==> src/source/reset_pkg.sv <==
package reset_pkg;

	// local bus command word
	// [63] read flag, [55:32] address, [31:0] data
	typedef logic [63:0] lb_cmd_t;
	typedef logic [23:0] lb_addr_t;
	typedef logic [31:0] lb_data_t;

	localparam int lb_read_bit = 63;   // 1 = read, 0 = write
	localparam int lb_addr_msb = 55;
	localparam int lb_addr_lsb = 32;   // also the low edge of the echoed half

	// cycle counts
	typedef logic [15:0] len_t;        // ready and reset lengths
	typedef logic [31:0] tmo_t;        // wait-for-done timeout, 0 disables

	// per step sequencer states
	typedef enum logic [2:0] {
		st_idle,                       // waiting for predecessor
		st_wait_ready,                 // qualifying ready input
		st_reset,                      // driving reset_out
		st_wait_done,                  // waiting on own criteria
		st_done,
		st_error                       // timed out, chain halts here
	} step_state_t;

	// register map
	localparam lb_addr_t addr_ctrl      = 24'd0;  // bit 0 starts the sequence
	localparam lb_addr_t addr_ready_len = 24'd1;
	localparam lb_addr_t addr_reset_len = 24'd2;
	localparam lb_addr_t addr_timeout   = 24'd3;
	localparam lb_addr_t addr_status    = 24'd4;  // error[31:16], done[15:0]
	localparam lb_addr_t addr_criteria  = 24'd5;  // live done criteria
	localparam lb_addr_t addr_scratch   = 24'd6;

	localparam lb_data_t bad_addr_data = 32'hdead_beef;

	// values after rst
	localparam len_t ready_len_rst = 16'd10;
	localparam len_t reset_len_rst = 16'd10;
	localparam tmo_t timeout_rst   = 32'd0;      // no timeout
	localparam lb_data_t scratch_rst = 32'd0;

endpackage

==> src/source/board_reset_top.sv <==
`timescale 1ns/1ns

// bring-up reset sequencer, bus regs plus step chain
module board_reset_top #(
	parameter int nstep      = 4,    // at most 16, status packs 16 bits per half
	parameter int por_cycles = 100
) (
	input  logic                clk200,
	input  logic                rst,
	input  reset_pkg::lb_cmd_t  lbwcmd,
	input  logic                lbwvalid,
	output reset_pkg::lb_cmd_t  lbrcmd,
	output logic                lbrready,
	input  logic [nstep-1:0]    done_criteria,  // from the board devices
	output logic [nstep-1:0]    reset_out
);

	logic             seq_start;   // regs to chain
	reset_pkg::len_t  ready_len;
	reset_pkg::len_t  reset_len;
	reset_pkg::tmo_t  timeout;
	logic [nstep-1:0] done;        // chain back to regs
	logic [nstep-1:0] error;

	lb_regs #(
		.nstep (nstep)
	) i_lb_regs (
		.clk200        (clk200),
		.rst           (rst),
		.lbwcmd        (lbwcmd),
		.lbwvalid      (lbwvalid),
		.lbrcmd        (lbrcmd),
		.lbrready      (lbrready),
		.done          (done),
		.error         (error),
		.done_criteria (done_criteria),
		.seq_start     (seq_start),
		.ready_len     (ready_len),
		.reset_len     (reset_len),
		.timeout       (timeout)
	);

	chain_reset #(
		.nstep      (nstep),
		.por_cycles (por_cycles)
	) i_chain_reset (
		.clk200        (clk200),
		.rst           (rst),
		.seq_start     (seq_start),
		.done_criteria (done_criteria),
		.ready_len     (ready_len),
		.reset_len     (reset_len),
		.timeout       (timeout),
		.reset_out     (reset_out),
		.done          (done),
		.error         (error)
	);

endmodule

==> src/source/chain_reset.sv <==
`timescale 1ns/1ns

// nstep reset_step links in series
// plus power-on start after por_cycles
module chain_reset #(
	parameter int nstep      = 4,
	parameter int por_cycles = 100
) (
	input  logic              clk200,
	input  logic              rst,
	input  logic              seq_start,      // software strobe
	input  logic [nstep-1:0]  done_criteria,  // e.g. lock / resetdone flags
	input  reset_pkg::len_t   ready_len,      // shared by all steps
	input  reset_pkg::len_t   reset_len,
	input  reset_pkg::tmo_t   timeout,
	output logic [nstep-1:0]  reset_out,
	output logic [nstep-1:0]  done,
	output logic [nstep-1:0]  error
);

	localparam int por_w = $clog2(por_cycles + 1);

	logic [por_w-1:0] por_cnt;    // cycles since rst fell
	logic             por_fired;  // one shot per rst
	logic             por_pulse;
	logic             start;      // chain start, any source

	logic [nstep-1:0] done_strobe;
	logic [nstep-1:0] step_ready;
	logic [nstep-1:0] step_start;
	logic [nstep-1:0] step_rst;   // local clear per step

	// power-on start, lands por_cycles cycles after rst drops
	always_ff @(posedge clk200) begin
		if (rst) begin
			por_cnt   <= '0;
			por_fired <= 1'b0;
			por_pulse <= 1'b0;
		end else begin
			por_pulse <= 1'b0;
			if (!por_fired) begin
				if (por_cnt == por_w'(por_cycles - 1)) begin
					por_pulse <= 1'b1;
					por_fired <= 1'b1;
				end else begin
					por_cnt <= por_cnt + 1'b1;
				end
			end
		end
	end

	assign start = seq_start | por_pulse;

	for (genvar i = 0; i < nstep; i++) begin : g_step
		if (i == 0) begin : g_head
			assign step_ready[i] = 1'b1;   // head of chain always ready
			assign step_start[i] = start;
			assign step_rst[i]   = rst;    // start itself rearms this one
		end else begin : g_link
			assign step_ready[i] = done_criteria[i-1];
			assign step_start[i] = done_strobe[i-1];
			// a new start drops later steps back to idle
			assign step_rst[i]   = rst | start;
		end

		reset_step i_reset_step (
			.clk200      (clk200),
			.rst         (step_rst[i]),
			.start       (step_start[i]),
			.ready_in    (step_ready[i]),
			.criteria    (done_criteria[i]),
			.ready_len   (ready_len),
			.reset_len   (reset_len),
			.timeout     (timeout),
			.reset_out   (reset_out[i]),
			.done        (done[i]),
			.done_strobe (done_strobe[i]),
			.error       (error[i])
		);
	end

	// resets come in order, an earlier step never fires over a later one
	for (genvar i = 0; i < nstep - 1; i++) begin : g_order
		a_reset_order: assert property (@(posedge clk200) disable iff (rst)
			$rose(reset_out[i]) |-> (reset_out[nstep-1:i+1] == '0) || $past(start));
	end

endmodule

==> src/source/lb_regs.sv <==
`timescale 1ns/1ns

// local bus register block
// write takes effect next cycle, read reply one cycle after the command
module lb_regs #(
	parameter int nstep = 4
) (
	input  logic                clk200,
	input  logic                rst,
	input  reset_pkg::lb_cmd_t  lbwcmd,
	input  logic                lbwvalid,
	output reset_pkg::lb_cmd_t  lbrcmd,
	output logic                lbrready,
	input  logic [nstep-1:0]    done,
	input  logic [nstep-1:0]    error,
	input  logic [nstep-1:0]    done_criteria,
	output logic                seq_start,
	output reset_pkg::len_t     ready_len,
	output reset_pkg::len_t     reset_len,
	output reset_pkg::tmo_t     timeout
);

	reset_pkg::lb_addr_t cmd_addr;
	reset_pkg::lb_data_t cmd_data;
	logic                cmd_rd;    // read flag of the word
	logic                wr_en;
	logic                rd_en;
	reset_pkg::lb_data_t scratch;
	reset_pkg::lb_data_t status;
	reset_pkg::lb_data_t rd_data;

	// command word fields
	assign cmd_rd   = lbwcmd[reset_pkg::lb_read_bit];
	assign cmd_addr = lbwcmd[reset_pkg::lb_addr_msb:reset_pkg::lb_addr_lsb];
	assign cmd_data = lbwcmd[31:0];
	assign wr_en    = lbwvalid & ~cmd_rd;
	assign rd_en    = lbwvalid & cmd_rd;

	always_ff @(posedge clk200) begin
		if (rst) begin
			ready_len <= reset_pkg::ready_len_rst;
			reset_len <= reset_pkg::reset_len_rst;
			timeout   <= reset_pkg::timeout_rst;
			scratch   <= reset_pkg::scratch_rst;
			seq_start <= 1'b0;
		end else begin
			// one cycle strobe on ctrl bit 0
			seq_start <= wr_en && (cmd_addr == reset_pkg::addr_ctrl) && cmd_data[0];
			if (wr_en) begin
				case (cmd_addr)
					reset_pkg::addr_ready_len: ready_len <= reset_pkg::len_t'(cmd_data);
					reset_pkg::addr_reset_len: reset_len <= reset_pkg::len_t'(cmd_data);
					reset_pkg::addr_timeout:   timeout   <= cmd_data;
					reset_pkg::addr_scratch:   scratch   <= cmd_data;
					default: begin
						// ctrl handled above, others read only or unused
					end
				endcase
			end
		end
	end

	// status word, error high half, done low half
	always_comb begin
		status = '0;
		status[nstep-1:0] = done;
		status[16 +: nstep] = error;
	end

	// read mux
	always_comb begin
		case (cmd_addr)
			reset_pkg::addr_ready_len: rd_data = reset_pkg::lb_data_t'(ready_len);
			reset_pkg::addr_reset_len: rd_data = reset_pkg::lb_data_t'(reset_len);
			reset_pkg::addr_timeout:   rd_data = timeout;
			reset_pkg::addr_status:    rd_data = status;
			reset_pkg::addr_criteria:  rd_data = reset_pkg::lb_data_t'(done_criteria);
			reset_pkg::addr_scratch:   rd_data = scratch;
			default:                   rd_data = reset_pkg::bad_addr_data;  // ctrl too
		endcase
	end

	// reply strobe
	always_ff @(posedge clk200) begin
		if (rst) begin
			lbrready <= 1'b0;
		end else begin
			lbrready <= rd_en;
		end
	end

	// reply word holds until the next read
	always_ff @(posedge clk200) begin
		if (rd_en) begin
			lbrcmd <= {lbwcmd[63:reset_pkg::lb_addr_lsb], rd_data};  // echo upper half
		end
	end

	// no reply without a valid read word on the bus one cycle before
	a_reply_timing: assert property (@(posedge clk200) disable iff (rst)
		lbrready |-> $past(lbwvalid && lbwcmd[reset_pkg::lb_read_bit]));

endmodule

==> src/source/reset_step.sv <==
`timescale 1ns/1ns

// one link of the reset chain
// qualify ready, pulse reset, then wait for own criteria
module reset_step (
	input  logic              clk200,
	input  logic              rst,
	input  logic              start,        // begin or restart this step
	input  logic              ready_in,     // predecessor's done criteria
	input  logic              criteria,     // own done criteria, e.g. pll lock
	input  reset_pkg::len_t   ready_len,
	input  reset_pkg::len_t   reset_len,
	input  reset_pkg::tmo_t   timeout,      // 0 = wait forever
	output logic              reset_out,
	output logic              done,
	output logic              done_strobe,  // one cycle, starts next step
	output logic              error
);

	reset_pkg::step_state_t state;
	logic [31:0] cnt;        // ready run, reset width or timeout, per state
	logic [31:0] cnt_inc;
	logic        ready_hit;  // ready seen for ready_len cycles in a row
	logic        reset_hit;  // last cycle of the reset pulse
	logic        tmo_hit;    // last cycle allowed in wait_done

	assign cnt_inc   = cnt + 32'd1;
	assign ready_hit = cnt_inc >= 32'(ready_len);
	assign reset_hit = cnt_inc >= 32'(reset_len);
	assign tmo_hit   = (timeout != '0) && (cnt_inc >= timeout);

	always_ff @(posedge clk200) begin
		if (rst) begin
			state       <= reset_pkg::st_idle;
			cnt         <= '0;
			reset_out   <= 1'b0;
			done        <= 1'b0;
			done_strobe <= 1'b0;
			error       <= 1'b0;
		end else if (start) begin
			// restart from any state, also mid-sequence
			state       <= reset_pkg::st_wait_ready;
			cnt         <= '0;
			reset_out   <= 1'b0;
			done        <= 1'b0;
			done_strobe <= 1'b0;
			error       <= 1'b0;
		end else begin
			done_strobe <= 1'b0;  // single cycle
			case (state)
				reset_pkg::st_wait_ready: begin
					if (ready_in) begin
						if (ready_hit) begin
							state     <= reset_pkg::st_reset;
							cnt       <= '0;
							reset_out <= 1'b1;  // pulse starts next cycle
						end else begin
							cnt <= cnt_inc;
						end
					end else begin
						cnt <= '0;  // any low cycle restarts the run
					end
				end
				reset_pkg::st_reset: begin
					if (reset_hit) begin
						state     <= reset_pkg::st_wait_done;
						cnt       <= '0;
						reset_out <= 1'b0;
					end else begin
						cnt <= cnt_inc;
					end
				end
				reset_pkg::st_wait_done: begin
					// criteria wins over a timeout in the same cycle
					if (criteria) begin
						state       <= reset_pkg::st_done;
						done        <= 1'b1;
						done_strobe <= 1'b1;
					end else if (tmo_hit) begin
						state <= reset_pkg::st_error;
						error <= 1'b1;  // sticky until next start
					end else begin
						cnt <= cnt_inc;
					end
				end
				reset_pkg::st_idle, reset_pkg::st_done, reset_pkg::st_error: begin
					// hold until start or rst
				end
				default: begin
					state <= reset_pkg::st_idle;
				end
			endcase
		end
	end

	// registered reset_out must track the fsm
	a_reset_in_state: assert property (@(posedge clk200) disable iff (rst)
		reset_out |-> (state == reset_pkg::st_reset));

	// a step ends one way or the other, never both
	a_done_error_excl: assert property (@(posedge clk200) disable iff (rst)
		!(done && error));

endmodule
==> config.mk <==
export PLATFORM = sky130hd
export DESIGN_NAME = board_reset_top
export DESIGN_NICKNAME = d
export VERILOG_FILES = /design/src/source/reset_pkg.sv /design/src/source/board_reset_top.sv /design/src/source/chain_reset.sv /design/src/source/lb_regs.sv /design/src/source/reset_step.sv
export SDC_FILE = /design/constraint.sdc
export NUM_CORES = 1
export LEC_CHECK = 0
export BUFFER_PORTS_ARGS = -buffer_cell sky130_fd_sc_hd__buf_2
export CORE_UTILIZATION = 40
export DETAILED_ROUTE_END_ITERATION = 10
export RECOVER_POWER = 50
export SYNTH_ARGS = -nofsm -noshare
export SYNTH_HDL_FRONTEND = slang
export SYNTH_HIERARCHICAL = 1
export SYNTH_SLANG_ARGS = --single-unit
export TNS_END_PERCENT = 50
==> constraint.sdc <==
create_clock -name clk200 -period 9.01 [get_ports clk200]
set_input_delay 1.3515 -clock clk200 [delete_from_list [all_inputs] [get_ports clk200]]
set_output_delay 1.3515 -clock clk200 [all_outputs]
set_load 0.02 [all_outputs]
Yosys cells after proc, flatten, opt, wreduce, memory -nomap -nowiden
Index checks and enable logic that the tools add are counted.

Bits of input ports: 71. Output and inout bits: 69. Flip-flop bits (word level): 326.

Reduce and logical (&&, ||, !) cells: 61. Bitwise operators: 18. $lt $le $gt $ge: 12. Eq/ne operators: 69. Add/sub/neg operators: 5. Multiplexer cells: 71.

Operators with widths (number): two-way mux 32 bit (19); case mux 32 bit (3 select lines) (4); greater-or-equal comparator 32 x 16 -> 1 bit (8); case mux 32 bit (6 select lines) (1); adder 32 x 1 -> 32 bit, second input constant (4); greater-or-equal comparator 32 bit (4); equality test 24 x 3 -> 1 bit, second input constant (3); two-way mux 3 bit (19); equality test 24 x 2 -> 1 bit, second input constant (2); case mux 3 bit (4 select lines) (4); != test 2 bit, second input constant (19); != test 3 x 2 -> 1 bit, second input constant (11); nonzero test 32 bit (1); AND reduction 5 bit (6); AND reduction 3 bit (9); equality test 24 x 1 -> 1 bit, second input constant (1); equality test 3 x 2 -> 1 bit, second input constant (8); equality test 3 bit, second input constant (8); zero test 24 bit (1); OR reduction 3 bit (7); two-way mux 1 bit (20); AND reduction 4 bit (5); AND reduction 2 bit (9); != test 4 x 3 -> 1 bit, second input constant (4); 14 further kinds (59).

Longest topological paths before layout
Word-level depth: 7. Depth in mapped cells: 22.

Cells and area by module
Netlist, hierarchy kept.

By module, submodules not included: reset_step (i_chain_reset.g_step[0].i_reset_step ...) (instances 2, area each 4277.9 sq um, seq. area each 780.7 sq um, cells an instance 538); lb_regs (instances 1, area each 6930.4 sq um, seq. area each 3883.7 sq um, cells an instance 675); reset_step (i_chain_reset.g_step[3].i_reset_step) (instances 1, area each 4561.9 sq um, seq. area each 780.7 sq um, cells an instance 562); reset_step (i_chain_reset.g_step[1].i_reset_step) (instances 1, area each 4125.2 sq um, seq. area each 780.7 sq um, cells an instance 525); chain_reset (instances 1, area each 473.0 sq um, seq. area each 180.2 sq um, cells an instance 51).

Least setup slack after synthesis
Ideal clock, no wire load.

Kind: register -> register. From: register i_chain_reset.g_step[1].i_reset_step.cnt[0]. To: register i_chain_reset.g_step[1].i_reset_step.cnt[12]. Period minus slack after synthesis: 4.418 ns. Stages on the path, launching flop included: 23. Arrival time: 4.301 ns. Path buffers: 4. Slack: 4.592 ns. Library setup time: 0.117 ns. Path through: dfxtp_1 -> ha_1 -> nand2_1 -> or4_1 -> clkbuf_1 -> nor2_1 -> nand2_1 -> inv_1 -> nand3_1 -> xnor2_1 -> ha_1 -> nand4_1 -> or2_2 -> nor4_1 -> o211ai_1 -> a311o_1 -> nand4_1 -> and2_1 -> buf_2 -> nor3_4 -> buf_6 -> buf_6 -> a22o_1.

Cells in the longest elaborated chain, start to end: 5.

Ends and longest elaborated chain: from (decl) (line reset_step.sv:21) `logic [31:0] cnt;`; from (signal assigned) (line reset_step.sv:58) `cnt <= cnt_inc;`; from (signal assigned) (line reset_step.sv:70) `cnt <= cnt_inc;`; from (signal assigned) (line reset_step.sv:83) `cnt <= cnt_inc;`; adder 32 x 1 -> 32 bit (*) (line reset_step.sv:27) `assign cnt_inc = cnt + 32'd1;`; greater-or-equal comparator 32 x 16 -> 1 bit / greater-or-equal comparator 32 bit (equally long branches) (line reset_step.sv:28, reset_step.sv:30); two-way mux 32 bit / logical AND 1 bit (equally long branches) (line reset_step.sv:53, reset_step.sv:30); two-way mux 32 bit / != test 2 bit (equally long branches); case mux 32 bit (3 select lines) / AND reduction 3 bit (equally long branches).

Mark *: on every way between the ends. The rest lies on a longest branch, timed or not. The select of a mux whose other input is x is not followed. A chain may end at the register's enable or synchronous reset.

==> run summary <==
grt total ovfl = 0
number of buffers created by CTS = 40
Max clock buf depth = 3
Pint = 2.60 mW
highest clock rate = 184 MHz
maximum VDD drop = 0.117 mV
Setup CP Type = primary input to register
max-slew violations = 410
Mapped Area = 0.0246 sq mm
CP Launch Point = rst
Worst Tran Pin Value = 3490 ps
RSZ-0062 raised after global routing = false
dpl hpwl = 60.1 mm
Cells after Synth = 2888
# DRC = 0
DR vias = 23032
drt initial violations = 2154
max-cap viol count = 9
Worst Path Max Fanout = 83
TritonCTS clock tree = yes
layout cells sized above 1 = 9.22%
leakage = 10.4 nW
cts hold-fix bufs = 0
CP arrival = 5860 ps
Worst path max stage delay = 2540 ps
commonest non-fill, non-tap cells in the layout = inv_1, dfxtp_1, ha_1
clock latency on the worst-skew pair = 600 ps
hold slack final = 480 ps
DIE AREA = 0.0626 sq mm
Slew HR = -133%
NumNets Final = 3251
reg-to-reg startpoint = i_chain_reset/g_step[1].i_reset_step/cnt[2]$_SDFFE_PP0P_
Root Driver = clkbuf_16
global-route wire length before repair = 130 mm
clk_skew = 44.2 ps
switching share of power = 24.5%
Psw = 0.844 mW
clock share of power = 50.8%
final hold violation count = 0
failing checks = capacitance limit, slew limit
Critical Path Source Type = primary input
status = finished, violations left
Worst Path Required = 9430 ps
CP Capture Type = register
GRT Overall Usage = 26.7%
postcts setup bufs = 0
Die H = 250 um
total core area = 0.0606 sq mm
fill count = 5959
Area growth syn-to-layout = 9.47%
Vias/cell = 6.17
antenna violations before repair = 3
sequential share of power = 44.2%
Reg2Reg Depth = 15
final worst path period share = 60.3%
detailed-router iteration count before antenna repair = 8
Worst-path clk slew = 60 ps
number of port buffers = 139
Hold Path Depth = 2
HP Class = register to register
Final Setup Violations = 0
clock tree sinks = 326
Detail Route Antenna Nets = 0
final WL = 85.9 mm
Resized Gates After CTS = 0
slowest library cell on the worst path = clkbuf_1
crit-path most repeated cell = clkbuf_1
vias in the first global route = 21662
r2r setup slk = 3580 ps
commonest non-fill, non-tap cell in the layout = inv_1
Avg Inst Size Synth = 8.53 sq um
largest net degree at the start of global routing = 84
Hold Path Origin = i_lb_regs/scratch[2]$_SDFFE_PP0P_
H-tree depth = 2
Comb pwr share = 5.1%
Initial Util = 40.6%
Cell Chain, Critical Path = clkbuf_1, clkbuf_1, nand2b_1, mux2i_1
min Tclk post-route = 5440 ps
Overall Power = 3.44 mW
row cnt = 90
yosys warns = 6
mean routed wirelength per cell = 23.0 um
Die Wd = 250 um
post-route setup TNS = 0 ps
GP Congestion = 0.969
PwrDens = 128 mW/mm^2
# IOs = 140
-- worst paths after layout --
path                                                                                 end
worst max register to register  i_chain_reset/g_step[1].i_reset_step/cnt[0]$_SDFFE_PP0P_
worst max-delay path                                i_lb_regs/reset_len[13]$_SDFFE_PP0P_
worst min register to register                         i_lb_regs/scratch[2]$_SDFFE_PP0P_
worst min-delay path                                   i_lb_regs/scratch[2]$_SDFFE_PP0P_
-- registers in the layout, summed over array words and instances, names as in the netlist --
signal,cells
i_lb_regs/timeout,32
i_lb_regs/lbrcmd,64
i_chain_reset/por_cnt,7
i_chain_reset/g_step.i_reset_step/state,12
i_chain_reset/por_pulse,1
i_lb_regs/lbrready,1
i_chain_reset/g_step.i_reset_step/done,4
i_lb_regs/scratch,32
i_chain_reset/g_step.i_reset_step/done_strobe,3
i_chain_reset/g_step.i_reset_step/error,4
i_chain_reset/g_step.i_reset_step/reset_out,4
i_chain_reset/g_step.i_reset_step/cnt,128
i_chain_reset/por_fired,1
i_lb_regs/ready_len,16
i_lb_regs/seq_start,1
i_lb_regs/reset_len,16
-- final cells by class --
cell class,instances,area (sq um),area share [%]
Multi-Input combinational cell,2108,15600,57.8
Clock buffer,52,1100,4.07
Timing Repair Buffer,167,762,2.83
Inverter,280,1050,3.90
Sequential cell,326,7170,26.6
Antenna cell,1,2.50,0.00928
Tap cell,782,978,3.63
Clock inverter,18,323,1.20
-- stage by stage --
step / worst slack [ps] / instance area, sq um / utilization, % / std cells
floorplan: 4590 / 24600 / - / 2889
global placement: 3780 / 25700 / 42.4 / 3663
detailed placement: 3640 / 25700 / 42.4 / 3663
CTS: 3590 / 27100 / 44.7 / 3733
global route: 3210 / 27000 / 44.5 / 3734
finish: 3570 / 27000 / 44.5 / 3734
-- metal layers --
| metal | GRT usage [%] | wire, um | vias up |
|---|---|---|---|
| met5 | 0 | 13 | - |
| met4 | 11.5 | 3670 | 2 |
| met3 | 5.89 | 7990 | 206 |
| met2 | 41.2 | 37400 | 1002 |
| met1 | 35.7 | 36900 | 11120 |
| li1 | - | - | 10702 |
-- critical path, delay by kind of cell --
family        cells  cell delay (ps)
buf+inv           2             3960
simple gates      1              350
mux               1               90
-- power groups by stage --
stage	logic, mW	clock network (mW)	registers (mW)
CTS	0.178	1.77	1.52
floorplan	0.0850	0	1.57
detailed placement	0.178	0	1.55
global placement	0.175	0	1.55
finish	0.174	1.75	1.52
global route	0.185	1.83	1.52
No activity file was read; power rests on OpenSTA's default activity.
